<file path="config.mk">
export PLATFORM = sky130hd
export DESIGN_NAME = mergeTop
export DESIGN_NICKNAME = d
export VERILOG_FILES = /design/src/rtl/mergePkg.sv /design/src/rtl/mergeIf.sv /design/src/rtl/mergeCtrl.sv /design/src/rtl/mergeTimer.sv /design/src/rtl/mergeSelect.sv /design/src/rtl/mergeTop.sv
export VERILOG_INCLUDE_DIRS = /design/src /design/src/rtl
export SDC_FILE = /design/constraint.sdc
export NUM_CORES = 1
export LEC_CHECK = 0
export BUFFER_PORTS_ARGS = -buffer_cell sky130_fd_sc_hd__buf_2
export CORE_AREA = 2 2 225 227
export DETAILED_ROUTE_END_ITERATION = 8
export DIE_AREA = 0 0 227 229
export HOLD_SLACK_MARGIN = 0.12
export MAX_ROUTING_LAYER = met4
export PLACE_DENSITY = 0.4
export SYNTH_ARGS = -nofsm -noshare
export SYNTH_HDL_FRONTEND = slang
export SYNTH_SLANG_ARGS = --single-unit
</file>
<file path="constraint.sdc">
create_clock -name clk -period 2.9 [get_ports clk]
set_input_delay 0.145 -clock clk [delete_from_list [all_inputs] [get_ports clk]]
set_output_delay 0.145 -clock clk [all_outputs]
set_load 0.05 [all_outputs]
</file>
<file path="src/rtl/merge_params.svh">
`ifndef MERGE_PARAMS_SVH
`define MERGE_PARAMS_SVH

// Width of one lane word and of the merged output
`define MERGE_DATA_W 32

// Width of the programmable start delay
`define MERGE_DELAY_W 32

`define MERGE_LANES 16 // Lanes serialized per pass

// Lane index width follows the lane count
`define MERGE_LANE_W $clog2(`MERGE_LANES)

`endif

</file>
<file path="src/rtl/mergePkg.sv">
`include "merge_params.svh"

package mergePkg;

    // One lane word, also the output word
    typedef logic [`MERGE_DATA_W-1:0] dataT;

    typedef logic [`MERGE_DELAY_W-1:0] delayT; // Start delay count

    // Index of the lane being merged
    typedef logic [`MERGE_LANE_W-1:0] laneT;

    // Pass sequence of the controller
    typedef enum logic [1:0] {
        Idle   = 2'd0,
        Wait   = 2'd1, // Start delay running
        Merge  = 2'd2, // One lane per cycle
        Finish = 2'd3  // Done pulse is issued from here
    } stateT;

endpackage

</file>
<file path="src/rtl/mergeIf.sv">
`timescale 1ns/1ps

interface mergeIf;

    logic load;      // Restart the delay and the lane index
    logic delayZero; // Start delay has expired
    logic step;      // Move on to the next lane
    mergePkg::laneT laneIdx;
    logic lastLane;
    logic emit;      // Register the current lane onto the output

    // Controller sequences the pass from the timer flags
    modport ctrlMp (
        output load,
        output step,
        output emit,
        input  delayZero,
        input  lastLane
    );

    modport timerMp (
        input  load,
        input  step,
        output delayZero,
        output laneIdx,
        output lastLane
    );

    // Selector only needs to know which lane and when
    modport selectMp (
        input laneIdx,
        input emit
    );

endinterface

</file>
<file path="src/rtl/mergeCtrl.sv">
`timescale 1ns/1ps

module mergeCtrl (
    input  logic   clk,
    input  logic   rst,
    input  logic   run,
    output logic   done,
    output logic   busy,
    mergeIf.ctrlMp bus
);

    mergePkg::stateT state;
    mergePkg::stateT stateNext;

    // A run strobe restarts the pass from any state
    always_comb begin
        stateNext = state;
        if (run) begin
            stateNext = mergePkg::Wait;
        end else begin
            case (state)
                mergePkg::Idle: begin
                    stateNext = mergePkg::Idle;
                end
                mergePkg::Wait: begin
                    if (bus.delayZero) begin
                        stateNext = mergePkg::Merge;
                    end
                end
                mergePkg::Merge: begin
                    if (bus.lastLane) begin
                        stateNext = mergePkg::Finish;
                    end
                end
                mergePkg::Finish: begin
                    stateNext = mergePkg::Idle;
                end
                default: begin
                    stateNext = mergePkg::Idle;
                end
            endcase
        end
    end

    always_ff @(posedge clk or posedge rst) begin
        if (rst) begin
            state <= mergePkg::Idle;
            busy  <= 1'b0;
            done  <= 1'b0;
        end else begin
            state <= stateNext;
            busy  <= (state == mergePkg::Wait) || (state == mergePkg::Merge); // Lags state by one edge
            done  <= (state == mergePkg::Finish);
        end
    end

    // The timer takes the new delay on the same edge that enters Wait
    assign bus.load = run;

    // A restart aborts the current lane instead of emitting it
    assign bus.emit = (state == mergePkg::Merge) && !run;
    assign bus.step = bus.emit;

    // Finish lasts one cycle, so the pulse can never stretch
    assert property (@(posedge clk) disable iff (rst) done |=> !done)
        else $error("done held high for two cycles");

    // Lanes may only be emitted once the timer has drained the start delay
    assert property (@(posedge clk) disable iff (rst)
        bus.emit |-> (state == mergePkg::Merge) && bus.delayZero)
        else $error("emit raised outside the merge window");

endmodule

</file>
<file path="src/rtl/mergeTimer.sv">
`timescale 1ns/1ps
`include "merge_params.svh"

module mergeTimer (
    input  logic            clk,
    input  logic            rst,
    input  mergePkg::delayT delay,
    mergeIf.timerMp         bus
);

    mergePkg::delayT delayCnt;
    mergePkg::laneT  laneIdx;

    always_ff @(posedge clk or posedge rst) begin
        if (rst) begin
            delayCnt <= '0;
            laneIdx  <= '0;
        end else if (bus.load) begin
            delayCnt <= delay; // Sampled with the run strobe
            laneIdx  <= '0;
        end else begin
            if (delayCnt != '0) begin
                delayCnt <= delayCnt - 1'b1;
            end
            if (bus.step) begin
                laneIdx <= laneIdx + 1'b1;
            end
        end
    end

    assign bus.delayZero = (delayCnt == '0);
    assign bus.laneIdx   = laneIdx;

    // High during the cycle that emits the final lane
    assign bus.lastLane = (laneIdx == mergePkg::laneT'(`MERGE_LANES - 1));

    // Stepping must wait for the start delay to run out
    assert property (@(posedge clk) disable iff (rst)
        (delayCnt != '0) && !bus.load |=> $stable(laneIdx))
        else $error("lane index moved while the start delay was running");

endmodule

</file>
<file path="src/rtl/mergeSelect.sv">
`timescale 1ns/1ps
`include "merge_params.svh"

module mergeSelect (
    input  logic                                   clk,
    input  logic                                   rst,
    input  logic [`MERGE_LANES*`MERGE_DATA_W-1:0]  lanes,
    output mergePkg::dataT                         out,
    output logic                                   outValid,
    mergeIf.selectMp                               bus
);

    mergePkg::dataT laneWord;

    // Lane k sits in slice k of the flat bus
    assign laneWord = lanes[bus.laneIdx*`MERGE_DATA_W +: `MERGE_DATA_W];

    always_ff @(posedge clk or posedge rst) begin
        if (rst) begin
            out      <= '0;
            outValid <= 1'b0;
        end else begin
            outValid <= bus.emit;
            if (bus.emit) begin
                out <= laneWord; // Holds between passes
            end
        end
    end

    // One pass gives at most a full set of lanes back to back
    assert property (@(posedge clk) disable iff (rst)
        $rose(outValid) |-> ##[1:`MERGE_LANES] !outValid)
        else $error("outValid held beyond one pass of lanes");

endmodule

</file>
<file path="src/rtl/mergeTop.sv">
`timescale 1ns/1ps
`include "merge_params.svh"

module mergeTop (
    input  logic                                   clk,
    input  logic                                   rst,
    input  logic                                   run,
    input  mergePkg::delayT                        delay,
    input  logic [`MERGE_LANES*`MERGE_DATA_W-1:0]  lanes,
    output mergePkg::dataT                         out,
    output logic                                   outValid,
    output logic                                   busy,
    output logic                                   done
);

    mergeIf bus ();

    // Pass sequencing and status
    mergeCtrl uCtrl (
        .clk  (clk),
        .rst  (rst),
        .run  (run),
        .done (done),
        .busy (busy),
        .bus  (bus.ctrlMp)
    );

    mergeTimer uTimer (
        .clk   (clk),
        .rst   (rst),
        .delay (delay),
        .bus   (bus.timerMp)
    );

    // Lane multiplexer and output registers
    mergeSelect uSelect (
        .clk      (clk),
        .rst      (rst),
        .lanes    (lanes),
        .out      (out),
        .outValid (outValid),
        .bus      (bus.selectMp)
    );

endmodule

</file>
==> summary.txt <==
Fin util -> 0.241
Power density over the cells -> 253 mW/mm²
Via density -> 4.30
Layout filler cell count -> 5,567
WL/cell -> 22.4 µm
Worst Path Required -> 3.18 ns
Area delta synth->final -> 61.8%
Synth Warn # -> 0
Outcome -> finished, final reports clean
Worst setup SP type -> flip-flop
Worst-skew pair later-pin latency -> 0.37 ns
Critical path class -> reg -> reg
First-pass DRT Iterations -> 4
Static leakage -> 0.00528 µW
Remaining antenna violation count -> 0
Layer with the highest usage -> met2
Headroom to the max-slew limit -> 0.444
Clk sinks -> 73
Vias in the first global route -> 9,430
Arr. time, crit path -> 2.92 ns
VDD IR max -> 0.271 mV
Post-Synthesis Cells -> 789
WL final -> 46,500 µm
CTS tree -> yes
Row count -> 82
CTS Root Cell -> clkbuf_16
Main synth FF type -> dfrtp_1
# setup viols final -> 0
Area of the multi-input gates -> 0.00527 mm²
Met3 usage -> 0.0355
Initial antenna violation count -> 28
Setup Skew -> 0.0116 ns
Yosys reg bits -> 73
CP Capture Type -> flip-flop
Slew at the pin closest to its max-slew limit -> 0.835 ns
Num CTS Buffers -> 9
Syn_nets -> 1,341
Die H -> 229 µm
Drt drc -> 0
Post-DP HPWL -> 39,000 µm
Fin crit period -> 2.64 ns
Met2 Use GR -> 0.300
Post-synth EDFFs -> 0
Netlist Area Pre-Place -> 0.00738 mm²
Post_cts resized -> 0
Initial Utilization -> 0.149
Core area -> 0.0497 mm²
Slew Limit Fails -> 0
Routed via count -> 8,954
Crit-path max FO -> 8
Total power -> 3030 µW
Setup_tns -> 0 ns
Placed cells -> 2,008
Clock Path Buffers -> 2
Period utilization -> 0.909
Port Buf Inserts -> 581
Die extent in x -> 227 µm
First DRT Iteration DRCs -> 475
Final #Nets -> 1,938
H-Tree Depth -> 3
Grt ovf -> 0
Hold Path Class -> in -> reg
Die area -> 0.0520 mm²
First-pass GRT wire length -> 64,900 µm
Endpoints failing hold -> 0
Largest net degree at the start of global routing -> 81
Global-route usage over all layers -> 0.181
Hold_buf cts -> 39
Met1 usage -> 0.223
Post-synthesis average cell area -> 9.36 µm²
RSZ-0062 raised after global routing -> false
Max-cap violation count -> 0
Post-CTS Setup Inserts -> 0
Seq/Total Area, Yosys -> 0.247
Post-synth ARST share -> 1.00
Clk slew on worst S/H paths -> 0.07 ns
Routability cong. -> 0.911
Area taken by flip-flops and latches -> 0.00183 mm²
Layout cell share with drive strength beyond 1 -> 0.525
Non-Filler Instances -> 2,081
Distinct cells, synth -> 42
I/O Pins -> 582
Fmax -> 0.379 GHz
==> where the power goes <==
part,total [µW],switching (µW),leakage [µW],internal [µW]
Sequential,1120,51.8,0.000947,1060
Combinational,794,323,0.00420,471
Clock,1120,536,0.000129,583
Total,3030,911,0.00528,2120
==> worst paths after layout <==
check / start / endpoint / slack, ns / cells past startpoint
max reg2reg: uTimer.delayCnt[3]$_DFFE_PP0P_ / uTimer.delayCnt[1]$_DFFE_PP0P_ / 0.26 / 6
min: lanes[332] / uSelect.out[12]$_DFFE_PP0P_ / 0.14 / 5
max in group asynchronous: rst / uTimer.delayCnt[30]$_DFFE_PP0P_ / 1.70 / 4
min reg2reg: uSelect.out[23]$_DFFE_PP0P_ / uSelect.out[23]$_DFFE_PP0P_ / 0.48 / 2
max: uTimer.delayCnt[3]$_DFFE_PP0P_ / uTimer.delayCnt[1]$_DFFE_PP0P_ / 0.26 / 6
min in group asynchronous: rst / uSelect.out[25]$_DFFE_PP0P_ / 0.51 / 3
==> cells in the final DEF (no fill, tap or decap), drive strengths merged <==
cell and instances:
nor3 10, dfrtp 73, mux2i 99, nand3 69, or4 5, a211oi 30, nor3b 1, inv 10
a21oi 63, o31ai 14, xnor2 23, a41oi 2, clkinvlp 2, nor4 17, or2 1, nor4bb 1
a22oi 31, or3 2, nand2b 6, xor2 6, nand2 100, and2 1, dlygate4sd3 39, nand3b 1
a31oi 3, and3 2, clkbuf 10, nor2 22, clkinv 3, nor2b 32, diode 18, mux4 67
mux2 1, ha 5, o21bai 1, buf 618, a211o 1, o21ai 20
==> sequential cells by signal, indices dropped and copies added (netlist names) <==
signal and cells:
uTimer.delayCnt 32, uSelect.outValid 1, uCtrl.busy 1, uTimer.bus.laneIdx 4, uCtrl.state 2, uSelect.out 32
uCtrl.done 1
==> stage by stage <==
step | setup slack (ns) | hold slack [ns] | instance area, µm²
after floorplan | 0.458 | 0.262 | 7380
after global placement | 0.255 | 0.360 | 11200
after detailed placement | 0.260 | 0.364 | 11200
after CTS | 0.247 | 0.123 | 11900
after global routing | 0.115 | 0.161 | 11900
final | 0.265 | 0.144 | 11900
==> worst max-delay path: stages (launching register included) <==
cell and delay [ns]:
dfrtp_1 0.43, or4_1 0.62, or4_4 0.67, nor3_4 0.18, buf_4 0.21, mux2_2 0.34, o21ai_1 0.11
==> synthesized netlist by cell type, types with 22 or more instances <==
| master | number | area [µm²] |
|---|---|---|
| a211oi_1 | 30 | 225 |
| a21oi_1 | 63 | 315 |
| a22oi_1 | 31 | 233 |
| clkbuf_1 | 58 | 218 |
| dfrtp_1 | 73 | 1830 |
| mux2i_1 | 99 | 991 |
| mux4_2 | 67 | 1510 |
| nand2_1 | 100 | 375 |
| nand3_1 | 69 | 345 |
| nor2_1 | 22 | 82.6 |
| nor2b_1 | 32 | 200 |
| xnor2_1 | 23 | 201 |
==> area by class of cell <==
cell class                 count  share of cell area
timing repair buffer         657               0.306
sequential                    73               0.154
clock buffer                  10              0.0192
antenna                       18             0.00377
multi-input combinational    636               0.441
inverter                       9             0.00304
clock inverter                 6             0.00356
tap                          672              0.0704
==> per-layer routing <==
| metal | wire (µm) | vias to the layer above |
|---|---|---|
| met5 | 0 | - |
| met4 | 1030 | 0 |
| met3 | 2590 | 57 |
| met2 | 22900 | 386 |
| met1 | 20000 | 4289 |
| li1 | - | 4222 |
==> cells by family after synthesis <==
family	Yosys count	synth area share
DFF	73	0.247
muxes	167	0.340
xor gates and xnor gates	29	0.0344
and+or+nand+nor	270	0.179
AOI/OAI and AO/OA	165	0.147
adders and majority gates	5	0.00847
buffers and inverters	80	0.0434
No activity file was read; power rests on OpenSTA's default activity.
